### config.mk
export PLATFORM = sky130hd
export DESIGN_NAME = cacheWay
export DESIGN_NICKNAME = d
export VERILOG_FILES = /design/src/verilog/cacheGeometryPkg.sv /design/src/verilog/cacheWay.sv
export SDC_FILE = /design/constraint.sdc
export NUM_CORES = 2
export LEC_CHECK = 0
export BUFFER_PORTS_ARGS = -buffer_cell sky130_fd_sc_hd__buf_2
export CAP_MARGIN = 40
export CORE_ASPECT_RATIO = 1.1
export CORE_MARGIN = 1.5
export CORE_UTILIZATION = 25
export CTS_BUF_LIST = sky130_fd_sc_hd__clkbuf_4 sky130_fd_sc_hd__clkbuf_8
export DETAILED_ROUTE_END_ITERATION = 16
export PLACE_DENSITY_LB_ADDON = 0.3
export SYNTH_ARGS = -nofsm -noshare
export SYNTH_HDL_FRONTEND = slang
export SYNTH_SLANG_ARGS = --single-unit
### constraint.sdc
create_clock -name clk -period 3.8 [get_ports clk]
set_input_delay 0.38 -clock clk [delete_from_list [all_inputs] [get_ports clk]]
set_output_delay 0.38 -clock clk [all_outputs]
set_load 0.005 [all_outputs]
### src/verilog/cacheGeometryPkg.sv
package cacheGeometryPkg;

  // Array shape
  localparam int WordBits     = 32;
  localparam int NumSets      = 16;
  localparam int WordsPerLine = 4;
  // Single LRU bit per set only covers two ways
  localparam int NumWays      = 2;

  // Address split, low bits first
  localparam int ByteOffsetBits = 2;
  localparam int OffsetBits     = $clog2(WordsPerLine);
  localparam int IndexBits      = $clog2(NumSets);
  localparam int TagBits        = WordBits - IndexBits - OffsetBits - ByteOffsetBits;

  localparam int WordLsb  = ByteOffsetBits;
  localparam int IndexLsb = WordLsb + OffsetBits;
  localparam int TagLsb   = IndexLsb + IndexBits;

  // Last word of a line transfer
  localparam int LastWord = WordsPerLine - 1;

  typedef logic [WordBits-1:0]         cacheWordT;
  typedef logic [TagBits-1:0]          tagT;
  typedef logic [IndexBits-1:0]        setIndexT;
  typedef logic [OffsetBits-1:0]       wordIndexT;
  typedef logic [WordBits/8-1:0]       byteMaskT;
  typedef logic [$clog2(NumWays)-1:0]  wayIndexT;

endpackage

### src/verilog/cacheWay.sv
`timescale 1ns/1ns

module cacheWay
  import cacheGeometryPkg::*;
(
  input  logic      clk,
  input  logic      reset,
  input  setIndexT  setIndex,
  input  wordIndexT wordIndex,
  input  tagT       lookupTag,
  input  cacheWordT wData,
  input  byteMaskT  wMask,
  input  logic      wordWE,
  input  logic      tagWE,
  input  logic      dirtyIn,
  input  logic      cleanWE,
  output logic      hit,
  output logic      valid,
  output logic      dirty,
  output tagT       tag,
  output cacheWordT rdWord
);

  cacheWordT dataMem [NumSets][WordsPerLine];
  tagT       tagMem  [NumSets];

  logic [NumSets-1:0] validBits;
  logic [NumSets-1:0] dirtyBits;

  // Line data, byte lanes written under the mask
  always_ff @(posedge clk) begin
    if (wordWE) begin
      for (int lane = 0; lane < $bits(byteMaskT); lane++) begin
        if (wMask[lane]) begin
          dataMem[setIndex][wordIndex][8*lane +: 8] <= wData[8*lane +: 8];
        end
      end
    end
  end

  // Tag store follows the lookup tag
  always_ff @(posedge clk) begin
    if (tagWE) begin
      tagMem[setIndex] <= lookupTag;
    end
  end

  always_ff @(posedge clk, posedge reset) begin
    if (reset) begin
      validBits <= '0;
      dirtyBits <= '0;
    end else begin
      if (tagWE) begin
        validBits[setIndex] <= 1'b1;
        dirtyBits[setIndex] <= dirtyIn;
      end else if (cleanWE) begin
        dirtyBits[setIndex] <= 1'b0;
      end
    end
  end

  // Read side of the addressed set
  assign valid  = validBits[setIndex];
  assign dirty  = dirtyBits[setIndex];
  assign tag    = tagMem[setIndex];
  assign rdWord = dataMem[setIndex][wordIndex];

  // Valid gates out a stale tag
  assign hit = valid & (tag == lookupTag);

endmodule

==> results.txt <==
status: complete, but fails checks
failing checks: setup timing
relative slew slack: 39.3%
most frequent cells in the layout: edfxtp_1 (2432), mux4_2 (745), buf_4 (474)
Tot Pwr: 56.9 mW
Arr. time, crit path: 3.98 ns
antenna violations before repair: 26
Final Skew: 0 ns
final setup fails: 1
Num CTS Buffers: 410
maximum vdd drop: 0.273 mV
post-synthesis cell type count: 57
clock latency on the worst-skew pair: 1.05 ns
Initial Util: 25.1%
reg2reg start: dirtyBits[1]$_DFFE_PP0P_
ANT nets after route: 0
FF-to-FF setup slack: 2.59 ns
area grow syn2layout: 21.3%
overall die width: 593 um
total number of vias: 46.7k
Most used DFF post-synth: edfxtp_1
Synth warnings: 0
crit-path max FO: 2
sequential-to-total area share from yosys stat: 77.1%
Worst-path clk slew: 0.06 ns
max_cap viols: 0
Power Dens Cells: 489 mW/mm^2
TritonCTS clock tree: yes
worst min path class: in -> reg
# DRC: 0
Hold Fails Final Rpt: 0
worst slack at placement: -0.250 ns
CTS H-tree lvls: 5
Worst-Margin Slew: 0.910 ns
Synth top area share: 76.3%
Die Y-Extent: 652 um
die area: 0.387 sq mm
largest net degree at the start of global routing: 94
# fillers: 37.0k
Setup WS post-layout: -0.563 ns
Post-Syn Area per Cell: 23.3 sq um
Synth async-reset ratio: 1.30%
Worst Path Required: 3.42 ns
RR Endpoint: dirtyBits[1]$_DFFE_PP0P_
placed inst area: 0.107 sq mm
Worst R2R Path Depth: 3
WS Path Type: reg -> out
Startpoint Class: register
Via density: 4.47
core area: 0.382 sq mm
Mapped Area: 0.0958 sq mm
GP Congestion: 0.771
clock root buffer master: clkbuf_8
detailed placer's ending HPWL: 163000 um
Worst Hold Path EP: dataMem[2][62]$_DFFE_PP_
number of synthesized flops with an enable pin: 2432
site row count: 238
post-synth top area cell: edfxtp_1
number of global-route vias before repair: 49.6k
fin nets: 5127
Clock Path Buffers: 4
GRT Overall Usage: 13.5%
RSZ-0062 raised after global routing: yes
share of layout cells above drive strength 1: 40.0%
Final min period: 4.36 ns
final instance area: 0.116 sq mm
Static Leak: 36.9 nW
Routed WL per cell: 25.3 um
Crit. End Element: output pin
first-pass GRT wire length: 375000 um
Final period util: 115%
commonest non-fill, non-tap cell in the layout: edfxtp_1
Area contributors post-synth: edfxtp_1 (76%), mux4_2 (17%), nor2_1 (1.1%)
drt pass-1 iters: 5
post-placement cell count: 9598
count of final max-slew check failures: 0
Ports: 131
Port Buffers: 130
Iter 0 DRT Violations: 4196
Finished Layout Cells: 10.4k
post-synthesis net count: 4186
Seq cells post-synth: 2464
Sink Count: 2464
WHS Path Cells: 3
Max Clk Rate: 0.229 GHz
GRT overflow: 0
Post-Route WL: 264000 um
worst hold start: wMask[3]
cells after synthesis: 4114
-- cell type report --
class	count	area [sq um]	share of cell area [%]
Sequential cell	2464	73800	63.5
Clock inverter	176	1050	0.905
Tap cell	5040	6310	5.43
Clock buffer	575	6930	5.97
Antenna cell	15	37.5	0.0323
Timing Repair Buffer	765	6930	5.97
Inverter	13	56.3	0.0485
Multi-Input combinational cell	1401	21000	18.1
-- critical path, stage by stage, from the launching register on --
cell and delay (ns):
edfxtp_1 0.37, mux4_1 0.48, nand2b_1 0.16, and3b_1 0.20, o31ai_4 0.24, buf_6 0.15
o2111ai_4 0.13, or4_4 0.59, a2111oi_4 0.28, buf_4 0.19, buf_6 0.09
-- registers in the layout, indices dropped and copies added, names as in the netlist --
| name | flops |
|---|---|
| dataMem | 2048 |
| tagMem | 384 |
| dirtyBits | 16 |
| validBits | 16 |
-- metrics by stage --
step | TNS [ns] | hold slack [ns] | utilization [%]
after floorplan | 0 | 0.434 | -
after global placement | -0.543 | 0.446 | 28.0
after detailed placement | -0.678 | 0.448 | 28.0
after CTS | -0.793 | 0.0112 | 30.4
after global routing | -0.744 | 0.0647 | 30.4
final | -0.563 | 0.125 | 30.4
-- cell usage after synthesis, types with 4 or more instances --
| library cell | instances |
|---|---|
| dfrtp_1 | 32 |
| buf_1 | 17 |
| nand2b_1 | 6 |
| a32oi_1 | 5 |
| mux4_2 | 744 |
| nand4_1 | 5 |
| edfxtp_1 | 2432 |
| or2_2 | 17 |
| mux4_1 | 18 |
| inv_1 | 12 |
| o21ai_0 | 45 |
| nor2_1 | 288 |
| a21oi_1 | 10 |
| buf_4 | 7 |
| buf_2 | 70 |
| buf_6 | 7 |
| xnor2_1 | 13 |
| nor2b_1 | 8 |
| and3_1 | 4 |
| mux2i_1 | 72 |
| a31oi_1 | 4 |
| mux2_2 | 10 |
| a22oi_1 | 21 |
| a211oi_1 | 5 |
| clkbuf_1 | 133 |
| nand2_1 | 56 |
| xor2_1 | 11 |
| nand3_1 | 16 |
-- worst max path at each step --
| stage | from | to | slack, ns |
|---|---|---|---|
| after detailed placement | setIndex[0] | hit | -0.25 |
| after global placement | setIndex[0] | hit | -0.32 |
| final | tagMem[14][20]$_DFFE_PP_ | hit | -0.56 |
| after floorplan | setIndex[1] | rdWord[17] | 0.52 |
| after global routing | tagMem[14][20]$_DFFE_PP_ | hit | -0.74 |
| after CTS | tagMem[5][18]$_DFFE_PP_ | hit | -0.69 |
-- cells by family after synthesis --
logic type	share of synthesized area, %
buffers and inverters	1.18
DFF	77.1
AOI/OAI and AO/OA	0.824
and+or+nand+nor	1.79
xor gates and xnor gates	0.220
muxes	18.9
-- layer usage --
metal	up-vias	wire length, um	track usage, %
li1	19500	-	-
met1	25400	112000	18.0
met2	1396	132000	22.8
met3	344	15300	2.49
met4	8	5020	2.97
met5	-	53	0
-- report_power, final --
group / switching, mW / internal [mW]
clock: 10.9 / 12.2
sequential: 0.0674 / 30.1
combinational: 2.06 / 1.57
total: 13.0 / 43.9
-- timing repair --
item                                     CTS  global route
hold endpoints to repair                2000             0
hold buffers                              66             0
endpoints found under the setup margin    19             4
gates cloned                               5             0
pin swaps                                  5             0
gates resized for setup                   26             4
buffers inserted                           7             7
(Power assumes the default switching activity.)
