<file path="config.mk">
export PLATFORM = sky130hd
export DESIGN_NAME = wayMerge
export DESIGN_NICKNAME = d
export VERILOG_FILES = /design/src/verilog/cacheGeometryPkg.sv /design/src/verilog/wayMerge.sv
export SDC_FILE = /design/constraint.sdc
export NUM_CORES = 1
export LEC_CHECK = 0
export BUFFER_PORTS_ARGS = -buffer_cell sky130_fd_sc_hd__buf_2
export CORE_AREA = 2 2 72 74
export CTS_CLUSTER_SIZE = 40
export DETAILED_ROUTE_END_ITERATION = 12
export DIE_AREA = 0 0 74 76
export GPL_ROUTABILITY_DRIVEN = 0
export PLACE_DENSITY = 0.92
export SLEW_MARGIN = 20
export SYNTH_ARGS = -nofsm -noshare
export SYNTH_HDL_FRONTEND = slang
export SYNTH_SLANG_ARGS = --single-unit
</file>
<file path="constraint.sdc">
create_clock -name clk -period 1.5 [get_ports clk]
set_clock_uncertainty 0.2 [all_clocks]
set_input_delay 0.075 -clock clk [delete_from_list [all_inputs] [get_ports clk]]
set_output_delay 0.075 -clock clk [all_outputs]
set_load 0.1 [all_outputs]
</file>
<file path="src/verilog/cacheGeometryPkg.sv">
package cacheGeometryPkg;

  // Array shape
  localparam int WordBits     = 32;
  localparam int NumSets      = 16;
  localparam int WordsPerLine = 4;
  // Single LRU bit per set only covers two ways
  localparam int NumWays      = 2;

  // Address split, low bits first
  localparam int ByteOffsetBits = 2;
  localparam int OffsetBits     = $clog2(WordsPerLine);
  localparam int IndexBits      = $clog2(NumSets);
  localparam int TagBits        = WordBits - IndexBits - OffsetBits - ByteOffsetBits;

  localparam int WordLsb  = ByteOffsetBits;
  localparam int IndexLsb = WordLsb + OffsetBits;
  localparam int TagLsb   = IndexLsb + IndexBits;

  // Last word of a line transfer
  localparam int LastWord = WordsPerLine - 1;

  typedef logic [WordBits-1:0]         cacheWordT;
  typedef logic [TagBits-1:0]          tagT;
  typedef logic [IndexBits-1:0]        setIndexT;
  typedef logic [OffsetBits-1:0]       wordIndexT;
  typedef logic [WordBits/8-1:0]       byteMaskT;
  typedef logic [$clog2(NumWays)-1:0]  wayIndexT;

endpackage

</file>
<file path="src/verilog/wayMerge.sv">
`timescale 1ns/1ns

module wayMerge
  import cacheGeometryPkg::*;
(
  input  logic               clk,
  input  logic               reset,
  input  logic [NumWays-1:0] wayHit,
  input  logic [NumWays-1:0] wayValid,
  input  logic [NumWays-1:0] wayDirty,
  input  tagT                wayTag  [NumWays],
  input  cacheWordT          wayWord [NumWays],
  input  setIndexT           setIndex,
  input  wayIndexT           rdWay,
  input  logic               lruTouch,
  output logic               hit,
  output wayIndexT           hitWay,
  output wayIndexT           victimWay,
  output tagT                selTag,
  output logic               selDirty,
  output cacheWordT          rdWord
);

  // One entry per set naming its least recently used way
  wayIndexT [NumSets-1:0] lruBits;

  assign hit = |wayHit;

  // Lowest hitting way, at most one hits anyway
  always_comb begin
    hitWay = '0;
    for (int w = NumWays - 1; w >= 0; w--) begin
      if (wayHit[w]) begin
        hitWay = wayIndexT'(w);
      end
    end
  end

  // Invalid ways are filled before LRU is consulted
  always_comb begin
    victimWay = lruBits[setIndex];
    for (int w = NumWays - 1; w >= 0; w--) begin
      if (!wayValid[w]) begin
        victimWay = wayIndexT'(w);
      end
    end
  end

  // Addressed way outputs
  assign rdWord   = wayWord[rdWay];
  assign selTag   = wayTag[rdWay];
  assign selDirty = wayDirty[rdWay];

  // With two ways the other one becomes LRU
  always_ff @(posedge clk, posedge reset) begin
    if (reset) begin
      lruBits <= '0;
    end else if (lruTouch) begin
      lruBits[setIndex] <= ~rdWay;
    end
  end

endmodule

</file>
==> results of run 1 <==
[cell families (layout without fill, tap and decap cells)]
| logic type | Yosys count | count (layout) | synth area share |
|---|---|---|---|
| AOI/OAI and AO/OA | 34 | 34 | 0.1668 |
| buffers and inverters | 17 | 201 | 0.05850 |
| DFF | 16 | 16 | 0.2530 |
| muxes | 62 | 62 | 0.4632 |
| other | 0 | 3 | 0 |
| and+or+nand+nor | 15 | 15 | 0.05851 |
[final timing paths]
kind / endpoint / cells after the start / start
max: victimWay / 4 / lruBits[7]
min: lruBits[0] / 3 / setIndex[2]
max reg2reg: lruBits[3] / 3 / lruBits[3]
min reg2reg: lruBits[5] / 2 / lruBits[5]
max in group asynchronous: lruBits[14] / 3 / reset
min in group asynchronous: lruBits[11] / 3 / reset
[cell usage after synthesis, drive strengths merged]
cell type and instances:
buf 12, dfrtp 16, nand3 2, mux2 57
nor2b 1, mux4 3, nor2 1, nand2b 3
o221a 1, or3b 2, o41ai 4, nand2 2
inv 2, a41oi 1, mux2i 2, clkbuf 3
or2 1, o31ai 16, nand3b 3, o21ai 12
[power breakdown]
group | internal [µW] | switching (µW)
Clock | 233 | 150
Combinational | 843 | 1330
Sequential | 520 | 49.1
Total | 1600 | 1530
[layer usage]
layer,GRT usage,part of all wire
met5,0,0.0017
met1,0.3059,0.35
met2,0.4375,0.50
met4,0.07636,0.019
met3,0.1217,0.13
[final cells by class]
type,count,area (µm²),area share
sequential,16,400.4,0.1121
timing repair buffer,195,1899,0.5317
inverter,2,7.507,0.002102
clock buffer,4,55.05,0.01541
multi-input combinational,111,1115,0.3121
tap,70,87.58,0.02452
antenna,3,7.507,0.002102
[repair_timing]
item / 4_1_cts / 5_1_grt
setup endpoints to repair: 1 / 1
resized for setup: 3 / 1
pin swaps: 3 / 2
buffers inserted: 2 / 0
hold buffers: 1 / 0
hold endpoints to repair: 16 / 0
[metrics by stage]
stage                     instance area (µm²)  hold WS [ps]  utilization
after CTS                                3557         27.53       0.7241
after floorplan                          1597        -211.3            -
final                                    3572         35.02       0.7272
after global placement                   3473        -55.37       0.7071
after global routing                     3570         73.10       0.7267
after detailed placement                 3473        -32.58       0.7071
[critical path: stages, from the launching register on]
cell and delay [ps]:
dfrtp_1 370, mux4_2 510, nand2b_4 100, a41oi_4 120, buf_12 190
==> run_results.csv, run 1 <==
group,metric,value,unit
worst_setup_path,cp-start-kind,"register",
sta,max_freq,0.5485,GHz
layout,nets,455,
drt,drt_iter0_drc,129,
layout,final_cell_mix,"buf_2, buf_12, mux2_2, dfrtp_1, o31ai_1",
sta,finalCriticalPeriod,1823,ps
place,port_buffers,185,
drt,vias,2007,
job,cap_violations,0,
logic_synthesis,synthCells,144,
layout,top_regs,"lruBits: 16 flops",
sta,slew_headroom,0.5904,
logic_synthesis,syn_nets,270,
die,rows,26,
clock_tree,clock_path_buffers,2,
power_and_ir_drop,irDropWorstVdd,0.5728,mV
sta,worstMarginPinSlew,613.7,ps
logic_synthesis,synth_seq_cells,16,
die,io_pins,186,
sta,grt_setup_unrepaired,"yes",
drt,drt_first_pass_iters,4,
die,initial_utilization,0.3222,
global_routing,grt.overflow.total,0,
global_routing,grt_pass1_wl,11270,µm
layout,syn_to_final_growth,125.7,%
logic_synthesis,syn_area_per_cell,10.99,µm²
sta,finalSetupTns,-323.1,ps
power_and_ir_drop,finalPower,3126,µW
drt,drc,0,
global_routing,grt.total_usage,0.2662,
logic_synthesis,ys_top_cells_by_area,"mux2_2, dfrtp_1, o31ai_1",
worst_setup_path,crit_type,"reg -> out",
sta,setup_viol,1,
die,coreArea,4912,µm²
place,pre_cts_slack,-97.86,ps
drt,drtAntennaViolNets,0,
sta,post-route-period-util,1.215,
die,die_h,76,µm
worst_setup_path,ff2ff_setup_slack,460,ps
sta,hold_viol,0,
power_and_ir_drop,p_leak,0.001688,µW
global_routing,grt_pass1_vias,2150,
logic_synthesis,yosysWarnings,0,
clock_tree,cts_tree,"done",
drt,via_per_inst,5.005,
worst_setup_path,worstPathRequired,1220,ps
logic_synthesis,synth_cell_types,27,
clock_tree,clock_sinks,16,
worst_setup_path,crit_path_max_fanout,2,
global_routing,grt_max_degree,38,
layout,layout_commonest_cell,"buf_2",
die,dieWidth,74,µm
logic_synthesis,syn_area,1583,µm²
layout,largest_reg_flops,16,
clock_tree,clk_pin_slew,60,ps
worst_setup_path,crit_arrival,1550,ps
drt,wirelength,7776,µm
logic_synthesis,synth_top_area_share,0.4055,
outcome,violations,"setup timing",
logic_synthesis,seq_area_frac_synth,0.2530,
sta,timing.final.ws_setup,-323.1,ps
worst_hold_path,hold_class,"in -> reg",
drt,wl_per_cell,19.39,µm
sta,slew_viol_final,0,
die,die-area,5624,µm²
power_and_ir_drop,power.density,875.0,nW/µm²
clock_tree,worstSkewPairLatency,250,ps
place,dp_cells,391,
clock_tree,numCtsBuffers,3,
clock_tree,clock_tree.root_cell,"clkbuf_8",
layout,n_fill_cell,322,
layout,stdcell_count,401,
layout,largest_register,"lruBits",
outcome,outcome,"finished with violations",
worst_setup_path,cp-end-kind,"output port",
clock_tree,cts_max_level,1,
logic_synthesis,yosys.area.top_type,"mux2_2",
global_routing,antenna_found_initial,4,
layout,drive_above_1_share,0.8140,
place,dp_hpwl,6427,µm
Power figures use the tool's default switching activity.
==> inputs of run 2 (changes only) <==
Settings changed: BUFFER_PORTS_ARGS -buffer_cell sky130_fd_sc_hd__buf_2 to default, CORE_AREA 2 2 72 74 to 2 2 73 75, DIE_AREA 0 0 74 76 to 0 0 75 77, DONT_BUFFER_PORTS from default to 1, PLACE_DENSITY 0.92 to 0.58.
==> run_results.csv, run 2 (synthesis results as in run 1) <==
group,metric,value,unit
outcome,outcome,"finished with violations",
outcome,violations,"setup timing",
worst_setup_path,crit_path_max_fanout,2,
die,die_h,77,µm
worst_setup_path,cp-end-kind,"output port",
power_and_ir_drop,power.density,1301,nW/µm²
clock_tree,cts_tree,"done",
clock_tree,clock_sinks,16,
global_routing,antenna_found_initial,0,
drt,wirelength,5728,µm
sta,timing.final.ws_setup,-294.2,ps
layout,syn_to_final_growth,11.30,%
worst_setup_path,rr_worst_depth,3,
worst_hold_path,hold_class,"in -> reg",
job,cap_violations,0,
sta,grt_setup_unrepaired,"yes",
sta,finalCriticalPeriod,1794,ps
layout,n_antenna_cell,0,
worst_setup_path,critPathCapture,"victimWay",
sta,slew_viol_final,0,
sta,slew_headroom,0.5724,
power_and_ir_drop,irDropWorstVdd,0.6235,mV
clock_tree,clock_tree.root_cell,"clkbuf_8",
power_and_ir_drop,p_leak,0.0006444,µW
sta,max_freq,0.5574,GHz
worst_setup_path,crit_arrival,1520,ps
drt,drt_first_pass_iters,4,
sta,setup_viol,4,
drt,vias,1254,
die,rows,26,
clock_tree,worstSkewPairLatency,240,ps
layout,final_cell_mix,"mux2_2, dfrtp_1, o31ai_1, o21ai_0, buf_4",
sta,post-route-period-util,1.196,
global_routing,grt_pass1_wl,8204,µm
sta,worstMarginPinSlew,640.8,ps
global_routing,grt_pass1_vias,1320,
worst_setup_path,worstPathRequired,1220,ps
layout,drive_above_1_share,0.5455,
clock_tree,clock_path_buffers,2,
place,port_buffers,0,
place,placed_cell_area,1642,µm²
layout,largest_reg_flops,16,
clock_tree,cts_max_level,1,
layout,n_fill_cell,513,
drt,drtAntennaViolNets,0,
sta,finalSetupTns,-317.0,ps
worst_setup_path,worstReg2RegStart,"lruBits[2]",
clock_tree,clk_pin_slew,60,ps
worst_setup_path,cp-start-kind,"register",
drt,via_per_inst,5.887,
die,initial_utilization,0.3180,
layout,largest_register,"lruBits",
layout,design_area,1762,µm²
layout,nets,271,
worst_setup_path,crit_type,"reg -> out",
global_routing,grt.total_usage,0.1917,
clock_tree,numCtsBuffers,3,
global_routing,grt_max_degree,60,
sta,hold_viol,0,
drt,drc,0,
layout,top_regs,"lruBits: 16 flops",
die,dieWidth,75,µm
drt,drt_iter0_drc,65,
die,io_pins,186,
worst_setup_path,ff2ff_setup_slack,80,ps
worst_setup_path,r2r_end,"lruBits[2]",
layout,layout_commonest_cell,"mux2_2",
place,dp_hpwl,4693,µm
worst_setup_path,cp-startpoint,"lruBits[12]",
die,die-area,5775,µm²
die,coreArea,4977,µm²
global_routing,grt.overflow.total,0,
drt,wl_per_cell,26.89,µm
run 2: cell count changes in the layout (fill, tap and decap cells not counted):
cell,before,now
buf_4,7,5
buf_2,127,0
diode_2,3,0
buf_12,60,1
dlymetal6s4s_1,0,1
dlygate4sd3_1,1,4
clkbuf_8,4,3
run 2: how the worst min path moves through the flow:
stage	from	cells after the start	to	slack [ps]
3_3_place_gp	reset	1	lruBits[0]	-150
6_report	setIndex[2]	2	lruBits[9]	10
5_1_grt	setIndex[0]	2	lruBits[3]	30
4_1_cts	setIndex[2]	1	lruBits[3]	-270
2_1_floorplan	reset	1	lruBits[0]	-210
3_5_place_dp	reset	1	lruBits[1]	-120
run 2: what timing repair did:
action                                 4_1_cts  5_1_grt
buffers inserted                             2        0
hold buffers                                 4        1
pin swaps                                    3        0
endpoints found under the hold margin       32       10
resized for setup                            4        1
setup endpoints to repair                    1       13
run 2: critical path, cell delays in order (launching register included):
cell and delay (ps):
dfrtp_1 390, mux4_2 470, nand3_2 90, a41oi_4 130, buf_12 190
run 2: metrics by stage:
step | util | worst slack [ps] | std cells | total power, µW | hold slack [ps]
2_1_floorplan | - | -158.7 | 144 | 1873 | -211.3
3_3_place_gp | 0.3298 | -81.78 | 203 | 1905 | -147.5
3_5_place_dp | 0.3298 | -103.6 | 203 | 1925 | -123.0
4_1_cts | 0.3514 | -301.5 | 212 | 2296 | -273.9
5_1_grt | 0.3539 | -352.1 | 213 | 2373 | 30.27
6_report | 0.3539 | -294.2 | 213 | 2293 | 10.87
run 2: area by class of cell:
| cell class | instances | area (µm²) | area share |
|---|---|---|---|
| multi-input cells | 111 | 1115 | 0.6328 |
| clock buffers | 3 | 41.29 | 0.02344 |
| flip-flops and latches | 16 | 400.4 | 0.2273 |
| repair buffers | 11 | 110.1 | 0.06250 |
| inverters | 2 | 7.507 | 0.004261 |
| well taps | 70 | 87.58 | 0.04972 |
run 2: power breakdown:
part           internal [µW]  total (µW)  switching (µW)  leakage, µW
Sequential               520         561            41.8     0.000203
Combinational            282        1410            1130     0.000420
Clock                    178         323             145    0.0000216
run 2: routing by layer:
metal,vias to the layer above,track usage,share of wire
met4,0,0.03214,0.0033
li1,553,-,-
met2,77,0.3018,0.51
met3,2,0.08673,0.11
met5,-,0,0
met1,622,0.2423,0.38
==> inputs of run 3 (changes only) <==
Settings changed: CELL_PAD_IN_SITES_DETAIL_PLACEMENT from default to 1, CELL_PAD_IN_SITES_GLOBAL_PLACEMENT from default to 2, CORE_AREA 2 2 73 75 to default, CORE_UTILIZATION from default to 31, DIE_AREA 0 0 75 77 to default, PLACE_DENSITY 0.58 to 0.91.
==> run_results.csv, run 3 (synthesis results as in run 1) <==
group,metric,value,unit
drt,drc,0,
global_routing,grt_pass1_vias,1336,
worst_setup_path,ff2ff_setup_slack,50,ps
worst_setup_path,slowest_delay,480,ps
drt,drt_iter0_drc,34,
layout,top_regs,"lruBits: 16 flops",
global_routing,grt.overflow.total,0,
worst_hold_path,hold_class,"in -> reg",
die,coreArea,4817,µm²
worst_setup_path,cp-start-kind,"register",
power_and_ir_drop,clkPwrFrac,0.139,
clock_tree,numCtsBuffers,3,
layout,syn_to_final_growth,13.44,%
worst_setup_path,worstReg2RegStart,"lruBits[1]",
worst_setup_path,rr_worst_depth,3,
layout,n_fill_cell,554,
sta,grt_setup_unrepaired,"yes",
layout,multi_input_area,1115,µm²
worst_setup_path,cp_slowest_cell,"mux4_2",
clock_tree,clock_path_buffers,2,
sta,finalSetupTns,-285.2,ps
global_routing,grt_max_degree,60,
power_and_ir_drop,seqPwrFrac,0.246,
drt,drtAntennaViolNets,0,
power_and_ir_drop,p_int,978.7,µW
sta,max_freq,0.5602,GHz
layout,nets,274,
worst_hold_path,worstHoldPathCells,2,
power_and_ir_drop,power_switching,1318,µW
clock_tree,cts_tree,"done",
die,die-area,5396,µm²
drt,wirelength,6698,µm
outcome,outcome,"finished with violations",
layout,largest_register,"lruBits",
outcome,violations,"hold timing, setup timing",
layout,largest_reg_flops,16,
global_routing,grt.total_usage,0.2375,
layout,final_cell_mix,"mux2_2, dfrtp_1, o31ai_1, o21ai_0, buf_4",
worst_setup_path,r2r_end,"lruBits[1]",
die,io_pins,186,
power_and_ir_drop,power.density,1279,nW/µm²
clock_tree,clock_sinks,16,
worst_hold_path,hold_end,"lruBits[11]",
global_routing,antenna_found_initial,3,
place,dp_hpwl,5488,µm
global_routing,grt_pass1_wl,8942,µm
sta,slew_viol_final,0,
place,pre_cts_slack,-115.7,ps
drt,via_per_inst,5.819,
layout,drive_above_1_share,0.5411,
worst_setup_path,worstPathRequired,1220,ps
die,rows,25,
layout,seqCellArea,400.4,µm²
drt,wl_per_cell,31.01,µm
worst_setup_path,cp-startpoint,"lruBits[15]",
worst_setup_path,crit_path_max_fanout,2,
die,initial_utilization,0.3286,
clock_tree,worstSkewPairLatency,250,ps
sta,finalCriticalPeriod,1785,ps
sta,timing.final.ws_setup,-285.2,ps
sta,worstMarginPinSlew,632.5,ps
sta,slew_headroom,0.5779,
drt,vias,1257,
power_and_ir_drop,irDropWorstVdd,0.5016,mV
job,cap_violations,0,
clock_tree,clk_pin_slew,60,ps
power_and_ir_drop,pwr-share-comb,0.614,
worst_setup_path,crit_arrival,1510,ps
die,dieWidth,73.46,µm
die,die_h,73.46,µm
clock_tree,cts_max_level,1,
sta,setup_viol,1,
power_and_ir_drop,swShare,0.5739,
drt,drt_first_pass_iters,4,
power_and_ir_drop,p_leak,0.0006617,µW
worst_hold_path,hp-start,"setIndex[0]",
sta,hold_viol,1,
worst_setup_path,crit_type,"reg -> out",
sta,hold_slack,-5.967,ps
worst_setup_path,cp-end-kind,"output port",
layout,layout_commonest_cell,"mux2_2",
place,port_buffers,0,
worst_setup_path,worstPathCellList,"mux4_2 > nand3_2 > a41oi_4 > buf_12",
clock_tree,clock_tree.root_cell,"clkbuf_8",
sta,post-route-period-util,1.190,
-- run 3: cell count changes in the layout (fill, tap and decap cells not counted) --
cell	before	now
dlymetal6s4s_1	1	2
dlygate4sd3_1	4	5
diode_2	0	3
buf_4	5	6
-- run 3: area by class of cell --
| cell class | count | share of cell area |
|---|---|---|
| Antenna cell | 3 | 0.004181 |
| Clock buffer | 3 | 0.02300 |
| Inverter | 2 | 0.004181 |
| Multi-Input combinational cell | 111 | 0.6209 |
| Sequential cell | 16 | 0.2230 |
| Tap cell | 67 | 0.04669 |
| Timing Repair Buffer | 14 | 0.07805 |
-- run 3: how the worst max path moves through the flow --
stage	slack (ps)	endpoint
5_1_grt	-330	victimWay
6_report	-290	victimWay
4_1_cts	-300	victimWay
3_5_place_dp	-120	victimWay
2_1_floorplan	-160	victimWay
3_3_place_gp	-80	victimWay
-- run 3: what timing repair did --
item,4_1_cts,5_1_grt
endpoints found under the hold margin,32,0
hold buffers,7,0
pin swaps,3,1
resized for setup,4,2
setup endpoints to repair,1,10
buffers inserted,1,2
-- run 3: worst max-delay path, delay by kind of cell, from the launching register on --
kind                   cells  cell delay, ps
flip-flops                 1             370
buffers and inverters      1             180
AND/OR/NAND/NOR            1             100
multiplexers               1             480
AO/OA/AOI/OAI              1             130
-- run 3: through the flow --
stage,power (µW),cells,util,instance area (µm²)
after floorplan,1873,144,-,1597
after global placement,1902,200,0.3400,1638
after detailed placement,1930,200,0.3400,1638
after CTS,2301,211,0.3670,1768
after global routing,2368,216,0.3727,1795
final,2297,216,0.3727,1795
-- run 3: per-layer routing --
metal | routed length [µm] | share of wire | vias up | GRT usage
met3 | 613 | 0.092 | 10 | 0.09465
met2 | 3459 | 0.52 | 70 | 0.3853
met1 | 2482 | 0.37 | 613 | 0.2828
met5 | 0 | 0 | - | 0
met4 | 142 | 0.021 | 0 | 0.08547
li1 | - | - | 564 | -
-- run 3: power groups by stage --
| stage | sequential (µW) | clock (µW) | combinational [µW] |
|---|---|---|---|
| floorplan | 556 | 0 | 1320 |
| global placement | 558 | 0 | 1340 |
| detailed placement | 572 | 0 | 1360 |
| CTS | 565 | 323 | 1410 |
| global route | 576 | 341 | 1450 |
| finish | 566 | 320 | 1410 |
