[config.mk]
export PLATFORM = sky130hd
export DESIGN_NAME = cacheController
export DESIGN_NICKNAME = d
export VERILOG_FILES = /design/src/verilog/cacheGeometryPkg.sv /design/src/verilog/cacheControlPkg.sv /design/src/verilog/cacheController.sv
export SDC_FILE = /design/constraint.sdc
export NUM_CORES = 1
export LEC_CHECK = 0
export BUFFER_PORTS_ARGS = -buffer_cell sky130_fd_sc_hd__buf_2
export CAP_MARGIN = 0
export CORE_AREA = 5 5 117 119
export CTS_CLUSTER_DIAMETER = 30
export DETAILED_ROUTE_END_ITERATION = 10
export DIE_AREA = 0 0 122 124
export GPL_TIMING_DRIVEN = 0
export MAX_ROUTING_LAYER = met4
export PLACE_DENSITY = 0.47
export SLEW_MARGIN = 15
export SYNTH_ARGS = -nofsm -noshare
export SYNTH_HDL_FRONTEND = slang
export SYNTH_SLANG_ARGS = --single-unit
[constraint.sdc]
create_clock -name clk -period 2.4 [get_ports clk]
set_input_delay 0.36 -clock clk [delete_from_list [all_inputs] [get_ports clk]]
set_output_delay 0.36 -clock clk [all_outputs]
set_load 0.01 [all_outputs]
[src/verilog/cacheGeometryPkg.sv]
package cacheGeometryPkg;

  // Array shape
  localparam int WordBits     = 32;
  localparam int NumSets      = 16;
  localparam int WordsPerLine = 4;
  // Single LRU bit per set only covers two ways
  localparam int NumWays      = 2;

  // Address split, low bits first
  localparam int ByteOffsetBits = 2;
  localparam int OffsetBits     = $clog2(WordsPerLine);
  localparam int IndexBits      = $clog2(NumSets);
  localparam int TagBits        = WordBits - IndexBits - OffsetBits - ByteOffsetBits;

  localparam int WordLsb  = ByteOffsetBits;
  localparam int IndexLsb = WordLsb + OffsetBits;
  localparam int TagLsb   = IndexLsb + IndexBits;

  // Last word of a line transfer
  localparam int LastWord = WordsPerLine - 1;

  typedef logic [WordBits-1:0]         cacheWordT;
  typedef logic [TagBits-1:0]          tagT;
  typedef logic [IndexBits-1:0]        setIndexT;
  typedef logic [OffsetBits-1:0]       wordIndexT;
  typedef logic [WordBits/8-1:0]       byteMaskT;
  typedef logic [$clog2(NumWays)-1:0]  wayIndexT;

endpackage

[src/verilog/cacheControlPkg.sv]
package cacheControlPkg;

  // Controller states
  // Ready serves hits, the others stall the CPU
  typedef enum logic [1:0] {
    Ready,
    WriteBack,
    MemRead,
    Flush
  } cacheStateE;

  // Memory bus operation level
  // Held for a whole line, one word per BusReady
  typedef enum logic [1:0] {
    BusIdle,
    BusRead,
    BusWrite
  } busOpE;

endpackage

[src/verilog/cacheController.sv]
`timescale 1ns/1ns

module cacheController
  import cacheGeometryPkg::*, cacheControlPkg::*;
(
  input  logic               clk,
  input  logic               reset,
  input  logic               memRead,
  input  logic               memWrite,
  input  logic [WordBits-1:0] addr,
  input  cacheWordT          writeData,
  input  byteMaskT           byteMask,
  input  logic               clean,
  input  logic               BusReady,
  input  cacheWordT          busRData,
  input  logic               hit,
  input  wayIndexT           hitWay,
  input  wayIndexT           victimWay,
  input  tagT                selTag,
  input  logic               selDirty,
  input  cacheWordT          rdWord,
  output logic               Stall,
  output busOpE              busOp,
  output logic [WordBits-1:0] busAddr,
  output cacheWordT          busWData,
  output setIndexT           setIndex,
  output wordIndexT          wordIndex,
  output tagT                lookupTag,
  output cacheWordT          wayWData,
  output byteMaskT           wayMask,
  output logic [NumWays-1:0] wordWE,
  output logic [NumWays-1:0] tagWE,
  output logic               dirtyIn,
  output logic [NumWays-1:0] cleanWE,
  output wayIndexT           rdWay,
  output logic               lruTouch
);

  cacheStateE state, nextState;

  setIndexT  reqSet;
  wordIndexT reqWord;
  tagT       reqTag;
  wordIndexT wordCount;
  wayIndexT  victimReg;
  logic      flushing;
  logic      request, missStart, lastBeat, flushDone;

  // Flush walk visits {set, way} in order
  logic [IndexBits:0] flushCount;
  setIndexT           flushSet;
  wayIndexT           flushWay;

  assign reqSet  = addr[IndexLsb +: IndexBits];
  assign reqWord = addr[WordLsb +: OffsetBits];
  assign reqTag  = addr[TagLsb +: TagBits];

  assign {flushSet, flushWay} = flushCount;

  assign request   = memRead | memWrite;
  assign missStart = (state == Ready) & ~clean & request & ~hit;
  assign lastBeat  = BusReady & (wordCount == wordIndexT'(LastWord));
  assign flushDone = (flushCount == '1);

  always_comb begin
    nextState = state;
    case (state)
      Ready: begin
        if (clean) begin
          nextState = Flush;
        end else if (missStart) begin
          nextState = selDirty ? WriteBack : MemRead;
        end
      end
      WriteBack: begin
        if (lastBeat) begin
          nextState = flushing ? Flush : MemRead;
        end
      end
      MemRead: begin
        if (lastBeat) begin
          nextState = Ready;
        end
      end
      Flush: begin
        if (selDirty) begin
          nextState = WriteBack;
        end else if (flushDone) begin
          nextState = Ready;
        end
      end
      default: nextState = Ready;
    endcase
  end

  always_ff @(posedge clk, posedge reset) begin
    if (reset) begin
      state      <= Ready;
      flushing   <= 1'b0;
      victimReg  <= '0;
      wordCount  <= '0;
      flushCount <= '0;
    end else begin
      state <= nextState;
      if (state == Ready && clean) begin
        flushing <= 1'b1;
      end else if (state == Flush && nextState == Ready) begin
        flushing <= 1'b0;
      end
      if (missStart) begin
        victimReg <= victimWay;
      end else if (state == Flush && selDirty) begin
        victimReg <= flushWay;
      end
      // Bus word counter, wraps back to 0 after the last word
      if ((state == WriteBack || state == MemRead) && BusReady) begin
        wordCount <= wordCount + wordIndexT'(1);
      end
      // A dirty entry is revisited once it has been written back
      if (state == Flush && !selDirty) begin
        flushCount <= flushCount + {{IndexBits{1'b0}}, 1'b1};
      end
    end
  end

  // Array addressing
  assign setIndex  = (state == Flush || flushing) ? flushSet : reqSet;
  assign wordIndex = (state == Ready) ? reqWord : wordCount;
  assign lookupTag = reqTag;

  always_comb begin
    wordWE   = '0;
    tagWE    = '0;
    cleanWE  = '0;
    dirtyIn  = 1'b0;
    wayWData = writeData;
    wayMask  = byteMask;
    rdWay    = victimReg;
    lruTouch = 1'b0;
    case (state)
      Ready: begin
        rdWay = hit ? hitWay : victimWay;
        if (!clean && request && hit) begin
          lruTouch = 1'b1;
          // Tag rewrite is the same tag and just sets dirty
          if (memWrite) begin
            wordWE[hitWay] = 1'b1;
            tagWE[hitWay]  = 1'b1;
            dirtyIn        = 1'b1;
          end
        end
      end
      WriteBack: cleanWE[victimReg] = lastBeat;
      MemRead: begin
        wayWData           = busRData;
        wayMask            = '1;
        wordWE[victimReg]  = BusReady;
        tagWE[victimReg]   = lastBeat;
      end
      Flush: rdWay = flushWay;
      default: ;
    endcase
  end

  // Bus side
  always_comb begin
    case (state)
      WriteBack: busOp = BusWrite;
      MemRead:   busOp = BusRead;
      default:   busOp = BusIdle;
    endcase
  end

  // Write-back goes out at the victim's old tag
  assign busAddr  = {(state == WriteBack) ? selTag : reqTag, setIndex, wordCount,
                     {ByteOffsetBits{1'b0}}};
  assign busWData = rdWord;

  assign Stall = (state != Ready) | clean | (request & ~hit);

endmodule

==> flow_summary.yaml, run 1 <==
clock_network:
  holdBufCountCts: 0
  clock_latency_ns: 0.23
  clk_path_buf_depth: 2
  cts.sinks: 11
  postCtsSetupBuffers: 0
  root_buffer: "clkbuf_16"
  cts_tree: "built"
  htreeDepth: 1
  cts_buffers: 3
  cts.clk_slew.worst_paths_ns: 0.04
sta:
  fmax_mhz: 431
  hold_viol: 0
  fin_skew_ns: 0.00141
  setup_violations: 0
  rsz0062_at_grt: "false"
  fin_crit_sh_pct: 96.6
  report.final.slew_viol_count: 0
  min_period_ns: 2.32
global_routing:
  grt_usage_pct: 10.8
  top_usage_layer: "met2"
  grt_pass1_vias: 2420
  gr-usage-met1_pct: 11.5
  met3_usage_pct: 1.59
  grt.overflow.total: 0
  grt_max_degree: 12
  global_route.usage.met2_pct: 21.8
  grt_pass1_wl_um: 12800
  antenna_found_initial: 0
synth:
  netlist-cell-type-count: 36
  avgSynthCellArea_um2: 9.33
  ys_seq_area_share_pct: 13.7
  yosys_register_bits: 11
  yosys_warnings: 0
  synthCells: 216
  synth_area_um2: 2010
power:
  power_mw: 2.97
  power_leakage_nw: 2.09
  power_density_nw_per_um2: 803
  peakVddDrop_mv: 0.643
detailed_routing:
  final_antenna_net_count: 0
  drtIter0Drc: 46
  drc: 0
  routed_via_density: 3.77
  vias: 2502
  wirelength_um: 9700
  firstDrtPassIters: 3
  wire_per_inst_um: 14.6
job:
  drv_cap: 0
floorplanning:
  fp-row-count: 41
  pin_count: 308
  coreArea_um2: 12500
  die_h_um: 124
  die_x_um: 122
  start_util_pct: 16.2
  fp.dieArea_um2: 15100
cells_and_area:
  final_nets: 667
  diodes: 0
  syn_to_final_growth_pct: 84.0
  fin_util_pct: 29.7
  final_cell_area_um2: 3710
  drive_gt1_share_pct: 85.4
placement:
  post-dp-hpwl_um: 9020
  gp_congestion: 0.789
  numPortBuffers: 271
  dpl_cell_area_um2: 3590
critical_path:
  end_kind: "primary output"
  crit_type: "flip-flop to primary output"
  critical_path_required_ns: 2.04
  rr_worst_depth: 8
  critPathLaunchType: "flip-flop"
  critPathMaxFanout: 10
  critPathArrivalTime_ns: 1.96
status:
  status: "finished clean"
worst_hold_path:
  hold_class: "input pin to asynchronous set/reset pin"
repair_timing:
action	CTS	global route
cloned	0	0
gates resized for setup	8	6
setup endpoints to repair	59	33
sequential cells by signal (all words and copies together) (netlist names):
| signal | count |
|---|---|
| flushCount | 5 |
| state | 2 |
| victimReg | 1 |
| wordCount | 2 |
| flushing | 1 |
kinds of logic (layout without fill, tap and decap cells):
family | after synthesis | in the layout | share of synthesized area [%]
flip-flops | 11 | 11 | 13.7
adder cells (fa/ha/maj) | 8 | 8 | 4.97
AO/OA/AOI/OAI | 18 | 18 | 7.33
buffers and inverters | 75 | 350 | 25.9
AND/OR/NAND/NOR | 31 | 31 | 8.32
multiplexers | 68 | 68 | 37.9
XOR/XNOR | 4 | 4 | 1.74
other | 1 | 2 | 0.186
critical path, cell delays in order, from the launching register on:
cell,delay [ns]
dfrtp_1,0.41
inv_1,0.13
ha_1,0.27
buf_6,0.19
buf_4,0.21
mux2_2,0.36
buf_2,0.15
stage by stage:
stage | std cells | setup TNS, ns | worst slack, ns | hold WS, ns
floorplan | 217 | 0 | 0.346 | 0.212
global placement | 660 | -0.712 | -0.0494 | 0.380
detailed placement | 660 | -1.57 | -0.0926 | 0.384
CTS | 664 | 0 | 0.0178 | 0.137
global route | 664 | 0 | 0.0153 | 0.173
finish | 664 | 0 | 0.0820 | 0.123
path summary, 6_finish.rpt:
kind	slack, ns	endpoint	from
max	0.08	busAddr[24]	state[1]
min	0.12	victimReg	reset
max reg2reg	0.39	flushing	flushCount[0]
min reg2reg	0.49	flushCount[3]	flushCount[3]
max in group asynchronous	1.98	flushCount[4]	reset
min in group clk	0.38	victimReg	victimWay
where the power goes:
| part | switching [mW] | leakage (nW) | total [mW] | internal (mW) |
|---|---|---|---|---|
| combinational | 1.10 | 1.92 | 2.31 | 1.21 |
| clock | 0.0735 | 0.0382 | 0.296 | 0.222 |
| sequential | 0.0957 | 0.132 | 0.368 | 0.272 |
placed cells by master (no fill, tap or decap), types with 2 or more instances in the layout:
cell and n:
inv_1 6, nor2_1 10, o21ai_0 3, nand2_1 6
mux2i_1 2, mux2_2 66, dfrtp_1 11, conb_1 2
xnor2_1 3, clkbuf_16 3, buf_2 271, nand3_1 2
or2_2 4, buf_4 66, buf_6 2, o21a_1 2
a21oi_1 2, ha_1 7, nand4_1 2
Yosys cell counts:
cell type | number | share of area, %
nor2_1 | 10 | 1.9
ha_1 | 8 | 5.0
nand4_1 | 2 | 0.62
nand2b_2 | 1 | 0.43
dfrtp_1 | 11 | 14
a311o_1 | 1 | 0.50
nand3_1 | 2 | 0.50
a21boi_1 | 1 | 0.37
a22o_1 | 1 | 0.43
buf_2 | 6 | 1.5
inv_1 | 6 | 1.1
a311oi_2 | 1 | 0.75
a22oi_1 | 1 | 0.37
o41ai_2 | 1 | 0.81
nor3b_1 | 1 | 0.37
mux2_2 | 66 | 37
clkbuf_1 | 1 | 0.19
conb_1 | 1 | 0.19
o311a_1 | 1 | 0.50
xnor2_1 | 3 | 1.3
o21a_1 | 2 | 0.75
a221o_1 | 1 | 0.50
xor2_1 | 1 | 0.43
nand2_1 | 6 | 1.1
o21ai_0 | 3 | 0.75
o22ai_1 | 1 | 0.31
buf_4 | 62 | 23
nor2b_1 | 2 | 0.62
or2_2 | 4 | 1.2
nor3_4 | 1 | 0.81
a21o_1 | 1 | 0.37
mux2i_1 | 2 | 0.99
and3b_1 | 1 | 0.43
a221oi_1 | 1 | 0.43
a21oi_1 | 2 | 0.50
and3_1 | 1 | 0.31
layer usage:
layer / routed length (um) / vias up / share of wire (%)
li1: - / 1242 / -
met1: 3460 / 1128 / 36
met2: 5420 / 130 / 56
met3: 811 / 2 / 8.4
met4: 5 / 0 / 0.052
met5: 0 / - / 0
area by class of cell:
| type | instances | area, um2 |
|---|---|---|
| Inverter | 6 | 22.5 |
| Buffer | 69 | 526 |
| Tap cell | 172 | 215 |
| Clock buffer | 4 | 78.8 |
| Timing Repair Buffer | 271 | 1360 |
| Fill cell | 1342 | 8760 |
| Multi-Input combinational cell | 131 | 1230 |
| Sequential cell | 11 | 275 |
Power figures use the tool's default switching activity.
==> inputs of run 2 (changes only) <==
Settings changed: CTS_BUF_LIST set to sky130_fd_sc_hd__clkbuf_8, SETUP_SLACK_MARGIN set to 0.15.
==> run 2 against run 1 <==
  * Maximum frequency increased by 5.2%
  * First-iteration DRC count decreased by 15%
  * Clock skew decreased by 0.00099 ns
  * Sequential cell count unchanged
  * Routed wire length increased by 0.22%
  * Largest power group unchanged
==> flow_summary.yaml, run 2 (synthesis results as in run 1) <==
clock_network:
  cts.sinks: 11
  htreeDepth: 1
  holdBufCountCts: 0
  cts_buffers: 3
  clk_path_buf_depth: 2
  cts_tree: "built"
  root_buffer: "clkbuf_8"
  clock_latency_ns: 0.23
  postCtsSetupBuffers: 0
  cts.clk_slew.worst_paths_ns: 0.05
sta:
  fin_crit_sh_pct: 91.8
  report.final.slew_viol_count: 0
  min_period_ns: 2.20
  setup_violations: 0
  fin_skew_ns: 0.000425
  rsz0062_at_grt: "true"
  worst_slack_ns: 0.197
  hold_viol: 0
  hold_ws_ns: 0.122
  fmax_mhz: 454
  fin_tns_setup_ns: 0
placement:
  post-dp-hpwl_um: 9020
  gp_congestion: 0.789
  post-place-ws_ns: -0.0926
  numPortBuffers: 271
cells_and_area:
  reg_top3: "flushCount x5, state x2, wordCount x2"
  multi_input_area_um2: 1250
  final_cell_mix: "271 x buf_2, 66 x mux2_2, 62 x buf_4"
  largest_reg_flops: 5
  final_nets: 667
  fill_cells: 1346
  fin_util_pct: 29.8
  drive_gt1_share_pct: 86.4
  top_register: "flushCount"
  syn_to_final_growth_pct: 84.5
  register_area_um2: 277
  mostFrequentLayoutCell: "buf_2"
  diodes: 0
critical_path:
  crit_start: "state[1]"
  reg2reg_from: "flushCount[0]"
  critPathLaunchType: "flip-flop"
  critPathTopFamily: "buffers and inverters"
  slowest_delay_ns: 0.42
  path_cells: "inv_2, ha_2, buf_8, buf_6, mux2_2, buf_2"
  rr_worst_depth: 8
  end_kind: "primary output"
  crit_type: "flip-flop to primary output"
  critPathMaxFanout: 10
  slowest_stage: "dfrtp_1"
  critPathArrivalTime_ns: 1.84
  cp.depth: 6
  r2r_end: "flushing"
  cp-endpoint: "busAddr[24]"
  reg2reg_setup_slack_ns: 0.37
  critical_path_required_ns: 2.04
  path_buf_inv: 4
detailed_routing:
  firstDrtPassIters: 4
  final_antenna_net_count: 0
  routed_via_density: 3.78
  wire_per_inst_um: 14.6
  vias: 2507
  drtIter0Drc: 39
  drc: 0
  wirelength_um: 9720
power:
  switchingPower_mw: 1.28
  power_leakage_nw: 2.08
  p_comb_share_pct: 81.4
  intPower_mw: 1.66
  peakVddDrop_mv: 0.507
  swShare_pct: 43.6
  clock_power_share_pct: 5.9
  pwr-share-seq_pct: 12.7
  power_density_nw_per_um2: 791
global_routing:
  grt_pass1_wl_um: 12800
  grt_max_degree: 12
  grt_pass1_vias: 2409
  grt.overflow.total: 0
  antenna_found_initial: 0
  grt_usage_pct: 10.7
job:
  drv_cap: 0
floorplanning:
  fp.dieArea_um2: 15100
  fp-row-count: 41
  coreArea_um2: 12500
  die_x_um: 122
  start_util_pct: 16.2
  pin_count: 308
  die_h_um: 124
status:
  status: "finished clean"
worst_hold_path:
  hold_class: "input pin to asynchronous set/reset pin"
## run 2: cell types whose count changed in the layout (fill, tap and decap cells not counted), moves of 2 or more
cell       before  now
clkbuf_8        0    3
ha_1            7    5
inv_2           0    2
clkbuf_16       3    0
buf_8           0    2
buf_4          66   62
buf_6           2    5
## run 2: repair_timing
action                                  CTS  global route
hold endpoints to repair                  0             0
gates cloned                              0             0
resized for setup                        20             7
endpoints found under the setup margin   65            37
## run 2: layout make-up
class / instances / area share (%)
multi-input cells: 131 / 33.6
inverters: 6 / 0.606
plain buffers: 69 / 14.8
clock buffers: 3 / 1.11
flip-flops and latches: 11 / 7.44
clock inverters: 1 / 0.101
repair buffers: 271 / 36.5
well taps: 172 / 5.79
## run 2: worst min path at each step
stage / startpoint / end / cells after the start
detailed placement: reset / flushCount[1] / 2
floorplan: reset / flushCount[0] / 1
global route: reset / state[1] / 2
CTS: reset / flushCount[1] / 2
global placement: reset / flushing / 2
finish: reset / flushCount[1] / 2
## run 2: metal layers
metal  share of wire [%]  GRT usage [%]  routed length, um  vias up
met5                   0              -                  0        -
met4               0.051          0.630                  5        0
met3                 8.6           1.45                833        2
met2                  56           21.7               5430      130
met1                  35           11.5               3450     1131
li1                    -              -                  -     1244
## run 2: power groups by stage
stage               registers, mW  logic, mW  clock network, mW
finish                      0.374       2.39              0.174
floorplan                   0.352       1.46                  0
detailed placement          0.371       2.29                  0
global route                0.387       2.59              0.190
global placement            0.369       2.27                  0
CTS                         0.371       2.40              0.178
## run 2: through the flow
step                instance area [um2]  std cells  power [mW]
floorplan                          2020        217        1.81
finish                             3720        664        2.94
global route                       3720        664        3.16
CTS                                3690        664        2.94
global placement                   3590        660        2.64
detailed placement                 3590        660        2.66
==> inputs of run 3 (changes only) <==
Settings changed: CORE_AREA 5 5 117 119 to 2 2 120 122, PLACE_DENSITY 0.47 to 0.43.
==> run 3 against run 2 <==
  * Clock power grew 5%
  * Global-route usage grew 0.47 points
  * Routed wire length shrank 0.79%
  * Cell count grew 1.8%
  * Register-to-register slack gained 0.03 ns
  * Combinational power is essentially flat
  * First-iteration DRC count grew 110%
  * Critical path type unchanged
  * Maximum frequency shrank 1.0%
  * Sequential cell count is the same
  * Utilization shrank 2.5 points
  * Power grew 1.5%
==> flow_summary.yaml, run 3 (synthesis results as in run 1) <==
floorplanning:
  fp.dieArea_um2: 15100
  coreArea_um2: 13700
  pin_count: 308
  fp-row-count: 43
  die_x_um: 122
  die_h_um: 124
  start_util_pct: 14.7
critical_path:
  crit_type: "flip-flop to primary output"
  slowest_delay_ns: 0.45
  critPathMaxFanout: 10
  path_cells: "inv_2, ha_2, buf_8, buf_6, mux2_2, buf_2"
  critPathArrivalTime_ns: 1.87
  slowest_stage: "dfrtp_2"
  critical_path_required_ns: 2.04
  end_kind: "primary output"
  critPathLaunchType: "flip-flop"
cells_and_area:
  drive_gt1_share_pct: 86.4
  final_nets: 668
  reg_top3: "flushCount x5, state x2, wordCount x2"
  final_cell_mix: "271 x buf_2, 66 x mux2_2, 63 x buf_4"
  final_cell_area_um2: 3750
  top_register: "flushCount"
  fill_cells: 1508
  syn_to_final_growth_pct: 86.2
  largest_reg_flops: 5
  mostFrequentLayoutCell: "buf_2"
detailed_routing:
  wirelength_um: 9650
  vias: 2598
  final_antenna_net_count: 0
  wire_per_inst_um: 14.3
  firstDrtPassIters: 4
  drtIter0Drc: 82
  drc: 0
  routed_via_density: 3.84
placement:
  gp_congestion: 0.886
  dpl_cell_area_um2: 3600
  numPortBuffers: 271
  post-dp-hpwl_um: 8760
  post-place-ws_ns: -0.114
clock_network:
  clk_path_buf_depth: 2
  htreeDepth: 1
  cts_tree: "built"
  cts.clk_slew.worst_paths_ns: 0.05
  cts.sinks: 11
  root_buffer: "clkbuf_8"
  clock_latency_ns: 0.23
  cts_buffers: 3
global_routing:
  grt_max_degree: 12
  grt_pass1_wl_um: 12900
  antenna_found_initial: 3
  grt_pass1_vias: 2404
  grt_usage_pct: 11.2
  grt.overflow.total: 0
sta:
  rsz0062_at_grt: "true"
  hold_ws_ns: 0.127
  fin_skew_ns: 0.000283
  hold_viol: 0
  report.final.slew_viol_count: 0
  fmax_mhz: 449
  worst_slack_ns: 0.175
  setup_violations: 0
  fin_crit_sh_pct: 92.7
  min_period_ns: 2.23
power:
  power_density_nw_per_um2: 796
  peakVddDrop_mv: 0.496
  power_leakage_nw: 2.08
job:
  drv_cap: 0
worst_hold_path:
  hold_class: "input pin to asynchronous set/reset pin"
status:
  status: "finished clean"
[run 3: cell types whose count changed in the layout (fill, tap and decap cells not counted)]
cell | previous run | this run
buf_4 | 62 | 63
diode_2 | 0 | 3
ha_4 | 1 | 2
ha_2 | 2 | 1
[run 3: final timing paths]
kind,start,to,slack [ns],cells past startpoint
min in group clk,victimWay,victimReg,0.36,3
setup reg to reg,flushCount[0],flushing,0.40,8
hold / removal,reset,state[1],0.13,2
max in group asynchronous,reset,state[0],1.93,2
setup / recovery,state[0],wayWData[12],0.17,6
hold reg to reg,flushCount[3],flushCount[3],0.50,1
[run 3: worst max-delay path: cells and delay by family (launching register included)]
family / cells / cell delay [ns]
adders and majority gates: 1 / 0.23
muxes: 1 / 0.36
buffers and inverters: 4 / 0.58
DFF: 1 / 0.45
[run 3: per-layer routing]
layer | up-vias | wire length [um] | track usage (%)
met3 | 6 | 764 | 1.97
li1 | 1254 | - | -
met5 | - | 0 | -
met1 | 1208 | 3590 | 12.5
met2 | 130 | 5140 | 20.9
met4 | 0 | 150 | 2.30
[run 3: per-stage QoR]
step | instances | TNS (ns) | total power, mW | utilization [%]
6_report | 676 | 0 | 2.98 | 27.3
5_1_grt | 676 | 0 | 3.23 | 27.3
4_1_cts | 672 | 0 | 2.96 | 27.0
3_5_place_dp | 668 | -2.16 | 2.67 | 26.2
3_3_place_gp | 668 | -2.35 | 2.66 | 26.2
2_1_floorplan | 217 | 0 | 1.81 | -
[run 3: power by group]
group | switching [mW] | internal, mW
Sequential | 0.108 | 0.273
Combinational | 1.13 | 1.29
Clock | 0.0704 | 0.112
Total | 1.31 | 1.67
[run 3: final cells by class]
type	instances	area, um2	area share (%)
timing repair buffer	272	1360	36.4
tap	180	225	6.00
antenna	3	7.51	0.200
inverter	6	22.5	0.600
clock inverter	1	3.75	0.100
buffer	69	552	14.7
clock buffer	3	41.3	1.10
sequential	11	277	7.37
multi-input combinational	131	1260	33.6
[run 3: what timing repair did]
action                     CTS  global route
setup buffers                0             1
gates resized for setup     19             9
setup endpoints to repair   65            54
hold buffers                 0             0
pin swaps                    0             0
